===== config.mk =====
export PLATFORM = sky130hd
export DESIGN_NAME = layer_write_ctrl
export DESIGN_NICKNAME = d
export VERILOG_FILES = /design/src/design/xw_types_pkg.sv /design/src/design/xw_regmap_pkg.sv /design/src/design/cfg_if.sv /design/src/design/conf_regs.sv /design/src/design/conf_shadow.sv /design/src/design/stage_addr_calc.sv /design/src/design/addr_gen.sv /design/src/design/dma_len_ctrl.sv /design/src/design/layer_write_ctrl.sv
export SDC_FILE = /design/constraint.sdc
export NUM_CORES = 2
export LEC_CHECK = 0
export ABC_CLOCK_PERIOD_IN_PS = 26400
export BUFFER_PORTS_ARGS = -buffer_cell sky130_fd_sc_hd__buf_2
export CELL_PAD_IN_SITES_DETAIL_PLACEMENT = 1
export CELL_PAD_IN_SITES_GLOBAL_PLACEMENT = 1
export CORE_ASPECT_RATIO = 0.9
export CORE_MARGIN = 2
export CORE_UTILIZATION = 55
export DETAILED_ROUTE_END_ITERATION = 6
export GPL_TIMING_DRIVEN = 0
export PLACE_DENSITY = 0.83
export SLEW_MARGIN = 20
export SYNTH_ARGS = -nofsm -noshare
export SYNTH_HDL_FRONTEND = slang
export SYNTH_HIERARCHICAL = 1
export SYNTH_SLANG_ARGS = --single-unit
export TNS_END_PERCENT = 20

===== constraint.sdc =====
create_clock -name clk -period 26.4 [get_ports clk]
set_input_delay 5.28 -clock clk [delete_from_list [all_inputs] [get_ports clk]]
set_output_delay 5.28 -clock clk [all_outputs]
set_load 0.05 [all_outputs]

===== src/design/xw_types_pkg.sv =====
`default_nettype none

package xw_types_pkg;

   localparam int CFG_ADDR_W   = 6;
   localparam int IO_ADDR_W    = 32;
   localparam int PIXEL_ADDR_W = 10;
   localparam int AXI_LEN_W    = 8;
   localparam int N_STAGES     = 4;

   // address multiplier pipeline depth
   localparam int MUL_LAT      = 4;

   // two-level internal address generator settings
   typedef struct packed {
      logic [PIXEL_ADDR_W-1:0] start;
      logic [PIXEL_ADDR_W-1:0] iterations;
      logic [PIXEL_ADDR_W-1:0] period;
      logic [PIXEL_ADDR_W-1:0] shift;
      logic [PIXEL_ADDR_W-1:0] incr;
      logic [PIXEL_ADDR_W-1:0] delay;
   } ag_cfg_t;

   typedef struct packed {
      logic [IO_ADDR_W-1:0]   base;
      logic [IO_ADDR_W/2-1:0] offset;
   } ext_cfg_t;

   // write side settings that travel together through the shadow chain
   typedef struct packed {
      ag_cfg_t              ag;
      logic [AXI_LEN_W-1:0] len;
   } wr_plan_t;

endpackage

`default_nettype wire


===== src/design/xw_regmap_pkg.sv =====
`default_nettype none

package xw_regmap_pkg;

   // read side
   localparam logic [xw_types_pkg::CFG_ADDR_W-1:0] RD_EXT_ADDR = 0;
   localparam logic [xw_types_pkg::CFG_ADDR_W-1:0] RD_OFFSET   = 1;
   localparam logic [xw_types_pkg::CFG_ADDR_W-1:0] RD_LEN      = 2;
   localparam logic [xw_types_pkg::CFG_ADDR_W-1:0] RD_START    = 3;
   localparam logic [xw_types_pkg::CFG_ADDR_W-1:0] RD_ITER     = 4;
   localparam logic [xw_types_pkg::CFG_ADDR_W-1:0] RD_PER      = 5;
   localparam logic [xw_types_pkg::CFG_ADDR_W-1:0] RD_SHIFT    = 6;
   localparam logic [xw_types_pkg::CFG_ADDR_W-1:0] RD_INCR     = 7;

   // write side
   localparam logic [xw_types_pkg::CFG_ADDR_W-1:0] WR_EXT_ADDR = 8;
   localparam logic [xw_types_pkg::CFG_ADDR_W-1:0] WR_OFFSET   = 9;
   localparam logic [xw_types_pkg::CFG_ADDR_W-1:0] WR_LEN      = 10;
   localparam logic [xw_types_pkg::CFG_ADDR_W-1:0] WR_START    = 11;
   localparam logic [xw_types_pkg::CFG_ADDR_W-1:0] WR_ITER     = 12;
   localparam logic [xw_types_pkg::CFG_ADDR_W-1:0] WR_PER      = 13;
   localparam logic [xw_types_pkg::CFG_ADDR_W-1:0] WR_SHIFT    = 14;
   localparam logic [xw_types_pkg::CFG_ADDR_W-1:0] WR_INCR     = 15;
   localparam logic [xw_types_pkg::CFG_ADDR_W-1:0] WR_DELAY    = 16;

endpackage

`default_nettype wire


===== src/design/cfg_if.sv =====
`timescale 1ns/100ps
`default_nettype none

// live configuration, one writer and several readers
interface cfg_if;

   xw_types_pkg::ag_cfg_t                    rd_ag;
   xw_types_pkg::ag_cfg_t                    wr_ag;
   xw_types_pkg::ext_cfg_t                   rd_ext;
   xw_types_pkg::ext_cfg_t                   wr_ext;
   logic [xw_types_pkg::IO_ADDR_W/2-1:0]     rd_len;
   logic [xw_types_pkg::AXI_LEN_W-1:0]       wr_len;

   modport regs (
      output rd_ag, wr_ag, rd_ext, wr_ext, rd_len, wr_len
   );

   // view for the consumers of the live settings
   modport users (
      input rd_ag, wr_ag, rd_ext, wr_ext, rd_len, wr_len
   );

endinterface

`default_nettype wire


===== src/design/conf_regs.sv =====
`timescale 1ns/100ps
`default_nettype none

module conf_regs (
   input wire                                   clk,
   input wire                                   rst,
   input wire                                   clear,
   input wire                                   valid,
   input wire [xw_types_pkg::CFG_ADDR_W-1:0]    addr,
   input wire [xw_types_pkg::IO_ADDR_W-1:0]     wdata,
   input wire                                   wstrb,
   cfg_if.regs                                  cfg
);

   localparam int AW = xw_types_pkg::IO_ADDR_W;
   localparam int PW = xw_types_pkg::PIXEL_ADDR_W;
   localparam int LW = xw_types_pkg::AXI_LEN_W;

   xw_types_pkg::ext_cfg_t rd_ext_q;
   xw_types_pkg::ext_cfg_t wr_ext_q;
   xw_types_pkg::ag_cfg_t  wr_ag_q;
   logic [AW/2-1:0]        rd_len_q;
   logic [LW-1:0]          wr_len_q;
   logic [PW-1:0]          rd_start_q;
   logic [PW-1:0]          rd_iter_q;
   logic [PW-1:0]          rd_per_q;
   logic [PW-1:0]          rd_shift_q;
   logic [PW-1:0]          rd_incr_q;

   always_ff @(posedge clk or posedge rst) begin
      if (rst) begin
         rd_ext_q   <= '0;
         wr_ext_q   <= '0;
         wr_ag_q    <= '0;
         rd_len_q   <= '0;
         wr_len_q   <= '0;
         rd_start_q <= '0;
         rd_iter_q  <= '0;
         rd_per_q   <= '0;
         rd_shift_q <= '0;
         rd_incr_q  <= '0;
      end else if (clear) begin
         rd_ext_q   <= '0;
         wr_ext_q   <= '0;
         wr_ag_q    <= '0;
         rd_len_q   <= '0;
         wr_len_q   <= '0;
         rd_start_q <= '0;
         rd_iter_q  <= '0;
         rd_per_q   <= '0;
         rd_shift_q <= '0;
         rd_incr_q  <= '0;
      end else if (valid && wstrb) begin
         case (addr)
            xw_regmap_pkg::RD_EXT_ADDR: rd_ext_q.base      <= wdata;
            xw_regmap_pkg::RD_OFFSET:   rd_ext_q.offset    <= wdata[AW/2-1:0];
            xw_regmap_pkg::RD_LEN:      rd_len_q           <= wdata[AW/2-1:0];
            xw_regmap_pkg::RD_START:    rd_start_q         <= wdata[PW-1:0];
            xw_regmap_pkg::RD_ITER:     rd_iter_q          <= wdata[PW-1:0];
            xw_regmap_pkg::RD_PER:      rd_per_q           <= wdata[PW-1:0];
            xw_regmap_pkg::RD_SHIFT:    rd_shift_q         <= wdata[PW-1:0];
            xw_regmap_pkg::RD_INCR:     rd_incr_q          <= wdata[PW-1:0];
            xw_regmap_pkg::WR_EXT_ADDR: wr_ext_q.base      <= wdata;
            xw_regmap_pkg::WR_OFFSET:   wr_ext_q.offset    <= wdata[AW/2-1:0];
            xw_regmap_pkg::WR_LEN:      wr_len_q           <= wdata[LW-1:0];
            xw_regmap_pkg::WR_START:    wr_ag_q.start      <= wdata[PW-1:0];
            xw_regmap_pkg::WR_ITER:     wr_ag_q.iterations <= wdata[PW-1:0];
            xw_regmap_pkg::WR_PER:      wr_ag_q.period     <= wdata[PW-1:0];
            xw_regmap_pkg::WR_SHIFT:    wr_ag_q.shift      <= wdata[PW-1:0];
            xw_regmap_pkg::WR_INCR:     wr_ag_q.incr       <= wdata[PW-1:0];
            xw_regmap_pkg::WR_DELAY:    wr_ag_q.delay      <= wdata[PW-1:0];
            default: ;
         endcase
      end
   end

   // read generator starts right away, no delay register on that side
   assign cfg.rd_ag = '{start:      rd_start_q,
                        iterations: rd_iter_q,
                        period:     rd_per_q,
                        shift:      rd_shift_q,
                        incr:       rd_incr_q,
                        delay:      '0};

   assign cfg.wr_ag  = wr_ag_q;
   assign cfg.rd_ext = rd_ext_q;
   assign cfg.wr_ext = wr_ext_q;
   assign cfg.rd_len = rd_len_q;
   assign cfg.wr_len = wr_len_q;

endmodule

`default_nettype wire


===== src/design/conf_shadow.sv =====
`timescale 1ns/100ps
`default_nettype none

module conf_shadow #(
   parameter type payload_t = logic,
   parameter int  DEPTH     = 1
) (
   input wire           clk,
   input wire           rst,
   input wire           run,
   input wire payload_t d,
   output payload_t     q
);

   payload_t pipe [DEPTH];

   // one slot per layer in flight, the last slot is the active one
   always_ff @(posedge clk or posedge rst) begin
      if (rst) begin
         for (int i = 0; i < DEPTH; i++) begin
            pipe[i] <= '0;
         end
      end else if (run) begin
         pipe[0] <= d;
         for (int i = 1; i < DEPTH; i++) begin
            pipe[i] <= pipe[i-1];
         end
      end
   end

   assign q = pipe[DEPTH-1];

endmodule

`default_nettype wire


===== src/design/stage_addr_calc.sv =====
`timescale 1ns/100ps
`default_nettype none

module stage_addr_calc #(
   parameter int N_STAGES = xw_types_pkg::N_STAGES
) (
   input wire                                             clk,
   input wire xw_types_pkg::ext_cfg_t                     ext,
   output logic [N_STAGES-1:0][xw_types_pkg::IO_ADDR_W-1:0] stage_addr
);

   localparam int AW  = xw_types_pkg::IO_ADDR_W;
   localparam int OW  = AW/2;
   localparam int LAT = xw_types_pkg::MUL_LAT;

   // stage 0 sits at the base itself
   assign stage_addr[0] = ext.base;

   for (genvar i = 1; i < N_STAGES; i++) begin : g_stage
      localparam logic [OW-1:0] IDX = OW'(i);

      logic [OW-1:0] off_q;
      logic [AW-1:0] base_q;
      logic [AW-1:0] base_qq;
      logic [AW-1:0] prod_q;
      logic [AW-1:0] sum_q [LAT-2];

      // input register, multiply, add, then output delay up to LAT
      always_ff @(posedge clk) begin
         off_q    <= ext.offset;
         base_q   <= ext.base;
         prod_q   <= AW'(off_q) * AW'(IDX);
         base_qq  <= base_q;
         sum_q[0] <= prod_q + base_qq;
         for (int k = 1; k < LAT-2; k++) begin
            sum_q[k] <= sum_q[k-1];
         end
      end

      assign stage_addr[i] = sum_q[LAT-3];
   end

endmodule

`default_nettype wire


===== src/design/addr_gen.sv =====
`timescale 1ns/100ps
`default_nettype none

module addr_gen #(
   parameter int ADDR_W = xw_types_pkg::PIXEL_ADDR_W
) (
   input wire                         clk,
   input wire                         rst,
   input wire                         run,
   input wire xw_types_pkg::ag_cfg_t  cfg,
   output logic [ADDR_W-1:0]          addr,
   output logic                       en,
   output logic                       done
);

   localparam int PW = xw_types_pkg::PIXEL_ADDR_W;

   typedef enum logic [1:0] {
      ST_IDLE,
      ST_DELAY,
      ST_RUN
   } state_t;

   state_t                state;
   xw_types_pkg::ag_cfg_t cfg_q;
   logic [PW-1:0]         dly_cnt;
   logic [PW-1:0]         per_cnt;
   logic [PW-1:0]         iter_cnt;
   logic [ADDR_W-1:0]     origin;
   logic                  last_step;
   logic                  last_iter;

   // settings held for the whole layer
   always_ff @(posedge clk) begin
      if (run) begin
         cfg_q <= cfg;
      end
   end

   assign last_step = per_cnt == cfg_q.period - 1'b1;
   assign last_iter = iter_cnt == cfg_q.iterations - 1'b1;

   always_ff @(posedge clk or posedge rst) begin
      if (rst) begin
         state    <= ST_IDLE;
         dly_cnt  <= '0;
         per_cnt  <= '0;
         iter_cnt <= '0;
         addr     <= '0;
         origin   <= '0;
      end else if (run) begin
         dly_cnt  <= cfg.delay;
         per_cnt  <= '0;
         iter_cnt <= '0;
         addr     <= ADDR_W'(cfg.start);
         origin   <= ADDR_W'(cfg.start);
         if (cfg.iterations == '0 || cfg.period == '0) begin
            state <= ST_IDLE;
         end else if (cfg.delay == '0) begin
            state <= ST_RUN;
         end else begin
            state <= ST_DELAY;
         end
      end else begin
         case (state)
            ST_DELAY: begin
               if (dly_cnt == PW'(1)) begin
                  state <= ST_RUN;
               end else begin
                  dly_cnt <= dly_cnt - 1'b1;
               end
            end
            ST_RUN: begin
               if (last_step) begin
                  per_cnt <= '0;
                  if (last_iter) begin
                     state <= ST_IDLE;
                  end else begin
                     // next iteration restarts from the shifted origin
                     iter_cnt <= iter_cnt + 1'b1;
                     origin   <= origin + ADDR_W'(cfg_q.shift);
                     addr     <= origin + ADDR_W'(cfg_q.shift);
                  end
               end else begin
                  per_cnt <= per_cnt + 1'b1;
                  addr    <= addr + ADDR_W'(cfg_q.incr);
               end
            end
            default: ;
         endcase
      end
   end

   assign en   = state == ST_RUN;
   assign done = state == ST_IDLE;

endmodule

`default_nettype wire


===== src/design/dma_len_ctrl.sv =====
`timescale 1ns/100ps
`default_nettype none

module dma_len_ctrl (
   input wire                                   clk,
   input wire                                   rst,
   input wire                                   run,
   input wire                                   dma_ready,
   input wire [xw_types_pkg::IO_ADDR_W/2-1:0]   rd_len,
   output logic [xw_types_pkg::AXI_LEN_W-1:0]   dma_rd_len
);

   localparam int LW  = xw_types_pkg::IO_ADDR_W/2;
   localparam int AXW = xw_types_pkg::AXI_LEN_W;

   logic [LW-1:0] cnt;
   logic [LW-1:0] reload;

   always_ff @(posedge clk or posedge rst) begin
      if (rst) begin
         cnt    <= '0;
         reload <= '0;
      end else if (run) begin
         cnt    <= rd_len;
         reload <= rd_len;
      end else if (dma_ready) begin
         // wraps back to the layer length after the last burst
         if (cnt == '0) begin
            cnt <= reload;
         end else begin
            cnt <= cnt - 1'b1;
         end
      end
   end

   // burst length field is narrower than the count
   assign dma_rd_len = |cnt[LW-1:AXW] ? {AXW{1'b1}} : cnt[AXW-1:0];

endmodule

`default_nettype wire


===== src/design/layer_write_ctrl.sv =====
`timescale 1ns/100ps
`default_nettype none

module layer_write_ctrl #(
   parameter int N_STAGES = xw_types_pkg::N_STAGES
) (
   input wire                                               clk,
   input wire                                               rst,
   input wire                                               clear,
   input wire                                               run,
   input wire                                               valid,
   input wire [xw_types_pkg::CFG_ADDR_W-1:0]                addr,
   input wire [xw_types_pkg::IO_ADDR_W-1:0]                 wdata,
   input wire                                               wstrb,
   input wire                                               dma_ready,
   output logic                                             done,
   output logic [xw_types_pkg::PIXEL_ADDR_W-1:0]            rd_addr,
   output logic                                             rd_en,
   output logic [xw_types_pkg::PIXEL_ADDR_W-1:0]            wr_addr,
   output logic                                             wr_en,
   output logic [N_STAGES-1:0][xw_types_pkg::IO_ADDR_W-1:0] rd_stage_addr,
   output logic [N_STAGES-1:0][xw_types_pkg::IO_ADDR_W-1:0] wr_stage_addr,
   output logic [xw_types_pkg::AXI_LEN_W-1:0]               dma_rd_len,
   output logic [xw_types_pkg::AXI_LEN_W-1:0]               dma_wr_len
);

   typedef logic [N_STAGES-1:0][xw_types_pkg::IO_ADDR_W-1:0] stage_vec_t;

   stage_vec_t               rd_stage_live;
   stage_vec_t               wr_stage_live;
   xw_types_pkg::ag_cfg_t    rd_ag_q;
   xw_types_pkg::wr_plan_t   wr_plan_live;
   xw_types_pkg::wr_plan_t   wr_plan_q;
   logic                     run_d;
   logic                     rd_done;
   logic                     wr_done;

   cfg_if cfg_bus ();

   conf_regs regs_i (
      .clk   (clk),
      .rst   (rst),
      .clear (clear),
      .valid (valid),
      .addr  (addr),
      .wdata (wdata),
      .wstrb (wstrb),
      .cfg   (cfg_bus)
   );

   stage_addr_calc #(.N_STAGES(N_STAGES)) rd_calc_i (
      .clk        (clk),
      .ext        (cfg_bus.rd_ext),
      .stage_addr (rd_stage_live)
   );

   stage_addr_calc #(.N_STAGES(N_STAGES)) wr_calc_i (
      .clk        (clk),
      .ext        (cfg_bus.wr_ext),
      .stage_addr (wr_stage_live)
   );

   assign wr_plan_live = '{ag: cfg_bus.wr_ag, len: cfg_bus.wr_len};

   // the write side trails the read side by one more layer
   conf_shadow #(.payload_t(xw_types_pkg::ag_cfg_t), .DEPTH(2)) rd_ag_sh_i (
      .clk (clk),
      .rst (rst),
      .run (run),
      .d   (cfg_bus.rd_ag),
      .q   (rd_ag_q)
   );

   conf_shadow #(.payload_t(xw_types_pkg::wr_plan_t), .DEPTH(3)) wr_plan_sh_i (
      .clk (clk),
      .rst (rst),
      .run (run),
      .d   (wr_plan_live),
      .q   (wr_plan_q)
   );

   conf_shadow #(.payload_t(stage_vec_t), .DEPTH(1)) rd_stage_sh_i (
      .clk (clk),
      .rst (rst),
      .run (run),
      .d   (rd_stage_live),
      .q   (rd_stage_addr)
   );

   conf_shadow #(.payload_t(stage_vec_t), .DEPTH(3)) wr_stage_sh_i (
      .clk (clk),
      .rst (rst),
      .run (run),
      .d   (wr_stage_live),
      .q   (wr_stage_addr)
   );

   // generators load one cycle after the shadows step
   always_ff @(posedge clk or posedge rst) begin
      if (rst) begin
         run_d <= 1'b0;
      end else begin
         run_d <= run;
      end
   end

   addr_gen #(.ADDR_W(xw_types_pkg::PIXEL_ADDR_W)) rd_ag_i (
      .clk  (clk),
      .rst  (rst),
      .run  (run_d),
      .cfg  (rd_ag_q),
      .addr (rd_addr),
      .en   (rd_en),
      .done (rd_done)
   );

   addr_gen #(.ADDR_W(xw_types_pkg::PIXEL_ADDR_W)) wr_ag_i (
      .clk  (clk),
      .rst  (rst),
      .run  (run_d),
      .cfg  (wr_plan_q.ag),
      .addr (wr_addr),
      .en   (wr_en),
      .done (wr_done)
   );

   dma_len_ctrl dma_len_i (
      .clk        (clk),
      .rst        (rst),
      .run        (run),
      .dma_ready  (dma_ready),
      .rd_len     (cfg_bus.rd_len),
      .dma_rd_len (dma_rd_len)
   );

   assign dma_wr_len = wr_plan_q.len;
   assign done       = rd_done & wr_done;

endmodule

`default_nettype wire


* Word-level counts from Yosys, hierarchy flattened *
Memories as Yosys holds them, arrays and structs flattened. A register that Yosys moved wholly into a read port is not among the register bits.
Index checks and enable logic that the tools add are counted.

operators by class
  equal/unequal tests = 38
  reductions and logical operators = 65
  $mul = 2
  $add $sub $neg = 21
  bitwise logic cells = 1
  muxes and demuxes = 88

operator list
  cell                                                                     count
  10-bit 2-to-1 mux                                                        55
  48-bit 2-to-1 mux                                                        4
  16-bit 2-to-1 mux                                                        8
  60-bit 2-to-1 mux                                                        2
  16-bit by 32-bit adder with 32-bit output                                2
  17-bit by 32-bit adder with 32-bit output                                2
  18-bit by 32-bit adder with 32-bit output                                2
  32-bit 2-to-1 mux                                                        2
  10-bit by 1-bit subtractor with 10-bit output (second input constant)    6
  10-bit zero test                                                         5
  2-bit nonzero test                                                       25
  6-bit by 4-bit equality test with 1-bit output (second input constant)   8
  2-bit AND reduction                                                      21
  10-bit by 1-bit adder with 10-bit output (second input constant)         4
  10-bit adder                                                             4
  10-bit equality test                                                     4
  16-bit by 2-bit multiplier with 18-bit output (second input constant)    2
  8-bit 2-to-1 mux                                                         4
  6-bit by 3-bit equality test with 1-bit output (second input constant)   4
  2-bit 2-to-1 mux                                                         11
  10-bit by 1-bit equality test with 1-bit output (second input constant)  2
  16-bit zero test                                                         1
  16-bit by 1-bit subtractor with 16-bit output (second input constant)    1
  6-bit by 2-bit equality test with 1-bit output (second input constant)   2
  18 further kinds                                                         34

word-level totals
  bits of input ports = 45
  memory bits (writable) = 384
  memories kept = 6
  logic and storage cells = 312
  flip-flop bits (word level) = 1299

memory list
  name                        words  bits a word  rd ports  clocked after memory_dff  wr ports  line                   text
  rd_calc_i.g_stage[1].sum_q  2      32           2         1                         2         stage_addr_calc.sv:26  logic [AW-1:0] sum_q [LAT-2];
  rd_calc_i.g_stage[2].sum_q  2      32           2         1                         2         stage_addr_calc.sv:26
  rd_calc_i.g_stage[3].sum_q  2      32           2         1                         2         stage_addr_calc.sv:26
  wr_calc_i.g_stage[1].sum_q  2      32           2         1                         2         stage_addr_calc.sv:26
  wr_calc_i.g_stage[2].sum_q  2      32           2         1                         2         stage_addr_calc.sv:26
  wr_calc_i.g_stage[3].sum_q  2      32           2         1                         2         stage_addr_calc.sv:26

* Depth between registers and ports, before layout *
  depth after elaboration = 6
  gate-level depth with buffers = 13
  gate-level depth less buffers = 10

* Modules after synthesis *
The synthesis kept the hierarchy.

by module, submodules not included
  module                       area each (µm²)  cells each  sequential area each (µm²)  times used
  conf_shadow (wr_stage_sh_i)  15476.1          940         9609.2                      1
  stage_addr_calc (wr_calc_i)  11106.9          1000        6065.8                      1
  stage_addr_calc (rd_calc_i)  10871.7          970         6065.8                      1
  conf_regs                    10279.9          829         5755.5                      1
  conf_shadow (wr_plan_sh_i)   8750.9           500         5104.9                      1
  addr_gen (wr_ag_i)           5650.4           558         2502.4                      1
  addr_gen (rd_ag_i)           5387.7           519         2502.4                      1
  conf_shadow (rd_ag_sh_i)     4942.2           314         3002.9                      1
  conf_shadow (rd_stage_sh_i)  4825.9           271         3203.1                      1
  dma_len_ctrl                 1856.8           193         800.8                       1
  layer_write_ctrl             35.0             3           25.0                        1

* Worst setup path after synthesis *
No wires, ideal clock.

  kind = reg2out
  start point = reg dma_len_i.cnt[10]
  end point = out dma_rd_len[2] in the netlist's numbering
  cell stages (with the launch flop) = 5
  data required time = 21.120 ns
  arrival = 1.643 ns
  setup slack = 19.477 ns
  cell sequence = dfrtp_1 -> nor4_1 -> nand2_1 -> or3_1 -> or2_2

between the ends
  cells in the longest elaborated chain, start to end = 2

ends and longest elaborated chain
  item                    line                    text
  start, declared         dma_len_ctrl.sv:16      logic [LW-1:0] cnt;
  start signal, assigned  dma_len_ctrl.sv:24      cnt <= rd_len;
  start signal, assigned  dma_len_ctrl.sv:29      cnt <= reload;
  start signal, assigned  dma_len_ctrl.sv:31      cnt <= cnt - 1'b1;
  8-bit OR reduction      dma_len_ctrl.sv:37      assign dma_rd_len = |cnt[LW-1:AXW] ? {AXW{1'b1}} : cnt[AXW-1:0];
  8-bit 2-to-1 mux        dma_len_ctrl.sv:37
  end, declared           layer_write_ctrl.sv:23  output logic [xw_types_pkg::AXI_LEN_W-1:0] dma_rd_len,

No other way between the ends.

* Worst setup path in the final report *
  start point = reg dma_len_i.cnt[10]
  end point = out dma_rd_len[3] in the netlist's numbering

Same word-level chain as after synthesis.

==> flow_results.org <==
** Floorplan
- Die extent in y :: 364 um
- The die covers 147,000 um^2.
- Row cnt :: 132
- During I/O placement, the number of pins put on the boundary was 340.
- In this run the horizontal extent of the chip is 404 um.
- Initial core utilization :: 0.552
- The total area inside the core boundary comes to 143,000 um^2.

** Clocking
- After clock tree synthesis, the repair step resized 0 gates.
- The clock reaches the later pin of the worst-skew pair after 0.80 ns.
- TritonCTS clock tree :: yes
- Clock-pin slew was measured on the worst setup and hold paths at 0.07 ns.
- Number of buffers created by CTS :: 184
- In this run the number of H-tree levels came out at 4.
- Clock Tree Root :: clkbuf_16
- Number of sinks handled by clock tree synthesis :: 1,889
- Once the clock tree was built, the setup fixing pass inserted 0 buffers.
- Number of buffers inserted for hold repair after clock tree synthesis :: 0
- Clock Tree Buf Depth :: 3

** Timing
- Final setup slack of the worst path :: 18.22 ns
- Setup repair after global routing left no endpoint under its margin.
- Setup violations remaining at the end of the flow were counted as 0.
- Counting I/O delays and the setup requirement, the final critical path takes 8.18 ns.
- Across the routed clock network, the largest skew measured is 0.0269 ns.
- Period utilization :: 0.310
- Final Hold Vio Count :: 0
- The final-report max-slew violation count is 0.
- Slew at the pin closest to its max-slew limit :: 1.29 ns
- Setup Total Neg Slack :: 0 ns
- Timing would allow up to 122 MHz.
- Max-Slew Margin vs Limit :: 0.138

** Synth
- Counting distinct cell types in the post-synthesis netlist gives 120.
- Synthesis handed over a netlist of 6,097 instances.
- Sequential-to-total area share from yosys stat :: 0.564
- #FFs+latches synth :: 1,889
- For this run, the leading register cell type out of synthesis is dfrtp_1.
- Biggest area consumer among synthesized cells :: dfrtp_1
- In this run the cell area of the synthesized design comes to 79,200 um^2.
- Sorting the synthesized cells by area gives the leading types as dfrtp_1 38%, dfxtp_1 15%, mux2_2 9.4%.
- After synthesis, the share of flip-flops with an asynchronous set or reset is 0.637.
- During synthesis, Yosys emitted a total of 6 warnings.
- Mean area per synthesized cell :: 13.0 um^2
- Synth top area share :: 0.380
- Number of synthesized flops with an enable pin :: 80

** Critical path
- Critical path required time :: 21.12 ns
- Largest stage delay on the critical path :: 0.47 ns
- Traced cell by cell, the critical path runs through nor4_1 > nand2_1 > or3_1 > or2_2 > buf_2.
- STA classifies the critical path startpoint as a flip-flop.
- The startpoint identified for the worst register-to-register timing path is wr_ag_i/cfg_q[30].
- Among all stages on the critical path, the largest delay is contributed by or3_1.
- The worst setup path is captured at an output pin.
- Setup slack on the worst reg-to-reg path comes out at 22.73 ns.
- Worst EP arrival :: 2.90 ns
- In this run the worst path has a maximum fanout of 8.
- Tracing the worst setup path back leads to its startpoint at dma_len_i/cnt[10].
- The worst setup path is of the reg -> out kind.

** Layout
- Across the whole layout, storage elements account for 44,600 um^2.
- Of the cells placed in the final design, the portion with a size suffix greater than 1 is 0.330.
- Area of the multi-input gates :: 28,600 um^2
- Total Nets Final :: 6,876
- The library cells used most frequently in the layout, excluding fill and tap cells, are 1,202 x dfrtp_1, 659 x mux2_2, 606 x dfxtp_1, 525 x buf_4, 363 x buf_2.
- Area overhead of the layout relative to synthesis :: 13.3%
- After filler insertion, the fill cell instance count of the layout stands at 13,975.
- Measured on the finished design, the core utilization comes to 0.626.
- Finished layout cell area :: 89,700 um^2
- The library cell used most frequently in the layout, excluding fill and tap cells, is dfrtp_1.
- Non-filler instance count after layout :: 8,681

** Power
- The share of total power dissipated in combinational logic is 0.090.
- Worst VDD drop :: 0.0932 mV
- Standby leakage power :: 45.1 nW
- In this run the power density over the cells is 68.8 nW/um^2.
- Internal power :: 0.00462 W
- Share of total power consumed by net switching :: 0.250
- The analysis attributes to net switching a power of 0.00154 W.
- Of the total power, registers draw 0.481.
- The share of total power dissipated in the clock network is 0.428.

** Route
- After detailed routing, the average wire length per cell comes to 24.7 um.
- Remaining routing DRC violations :: 0
- Dividing the detail-routed via count by the number of cells gives 5.62.
- The final route contains 48,823 vias.
- Aggregate routed wire length :: 214,000 um
- In this run the remaining antenna-violating nets after routing total 0.
- Number of DRC markers in iteration 0 :: 2,978
- First drt pass iteration count :: 5

** GRT
- Maximum number of pins on one net before global-route repair :: 105
- Residual overflow from global routing :: 0
- The number of antenna violations at the first check in global routing was 13.
- The via count of the first global-routing pass is 53,594.
- The first global-routing pass estimated 329,000 um of wire.
- Overall track demand over capacity in global routing :: 0.291

** Placed design
- At the end of routability-driven placement, the weighted congestion stood at 0.906.
- Number of cells after detailed placement :: 8,329
- Buffers placed on the I/O ports in this run total 337.
- Instance area after placement :: 83,600 um^2
- Before CTS, the worst setup slack after placement is 17.88 ns.
- Detailed placement HPWL :: 151,000 um

** Worst hold path
- Startpoint of the tightest hold check path :: rd_calc_i/g_stage[1].sum_q[0][15]
- In this run the worst hold path is classified as reg -> reg.

** Run status
- Result of the run :: completed

** Run
- The tool flagged a number of max-cap violations equal to 0.
-- cell type report --
type	instances	area share
clock inverter	70	0.00763
buffer	770	0.0625
inverter	99	0.00459
sequential	1889	0.498
multi-input combinational	3348	0.319
tap	1876	0.0262
antenna	9	0.000251
timing repair buffer	347	0.0219
clock buffer	273	0.0603
-- critical path, delay by kind of cell (launching register included) --
| family | cells | cell delay (ns) |
|---|---|---|
| and+or+nand+nor | 4 | 1.43 |
| DFF | 1 | 0.45 |
| buffers and inverters | 1 | 0.23 |
-- per-layer routing --
layer	GRT usage	up-vias	wire length [um]
met3	0.0432	350	8830
met2	0.496	1064	106000
met5	0	-	0
li1	-	21866	-
met1	0.379	25543	91300
met4	0.107	0	7680
-- sequential cells by signal, summed over array words and instances (netlist names), 48 cells and up --
name / cells
wr_stage_sh_i/q: 128
regs_i/cfg.wr_ag: 60
rd_ag_sh_i/pipe: 60
wr_calc_i/g_stage.sum_q: 190
wr_stage_sh_i/pipe: 256
regs_i/cfg.rd_ext: 48
regs_i/cfg.wr_ext: 48
wr_plan_sh_i/q: 68
rd_stage_sh_i/q: 128
rd_ag_sh_i/q: 60
rd_calc_i/g_stage.sum_q: 190
wr_plan_sh_i/pipe: 136
-- metrics by stage --
step / hold slack [ns] / power [W]
after floorplan: 0.310 / 0.00340
after global placement: 0.311 / 0.00355
after detailed placement: 0.313 / 0.00357
after CTS: 0.316 / 0.00622
after global routing: 0.329 / 0.00638
final: 0.322 / 0.00617
-- power groups by stage --
stage / combinational [W] / sequential (W) / clock [W]
floorplan: 0.000374 / 0.00303 / 0
detailed placement: 0.000551 / 0.00302 / 0
CTS: 0.000556 / 0.00297 / 0.00270
global placement: 0.000528 / 0.00302 / 0
finish: 0.000557 / 0.00297 / 0.00264
global route: 0.000592 / 0.00297 / 0.00281
-- final timing paths --
path / depth (start not counted) / to
min in group asynchronous: 2 / run_d
hold reg to reg: 0 / rd_calc_i/g_stage[1].sum_q[0][47]
hold / removal: 0 / rd_calc_i/g_stage[1].sum_q[0][47]
max in group asynchronous: 5 / wr_stage_sh_i/pipe[192]
setup reg to reg: 9 / wr_ag_i/addr[7]
setup / recovery: 5 / dma_rd_len[3]
-- logic make-up after synthesis --
| group | synth area share |
|---|---|
| xor+xnor | 0.0305 |
| simple gates | 0.0780 |
| other cells | 0.0000474 |
| fa+ha+maj | 0.0311 |
| compound gates | 0.0586 |
| buf+inv | 0.0754 |
| flops | 0.564 |
| mux | 0.163 |
-- Yosys cell counts, drive strengths merged, types with 10 or more instances --
cell     instances
a22oi           15
edfxtp          80
mux2i          243
nand3b          14
nand2          186
nand4           39
o21ai          120
and3            39
or2             20
or3             20
o31a            10
dfxtp          606
mux2           864
a31o            12
a211oi          43
nor2           190
nor4            26
o311ai          18
a211o           12
o211ai          33
clkbuf         128
nor3            89
ha             184
dfrtp         1203
o21a            30
a31oi           22
nand3           85
and2            22
buf            642
o31ai           19
o21bai          17
or4             23
a21o            46
xor2            87
a2111oi         13
a21oi          136
o2111ai         13
nor2b           27
nor3b           25
nand2b         287
inv             98
xnor2          189
Power figures use the tool's default switching activity.
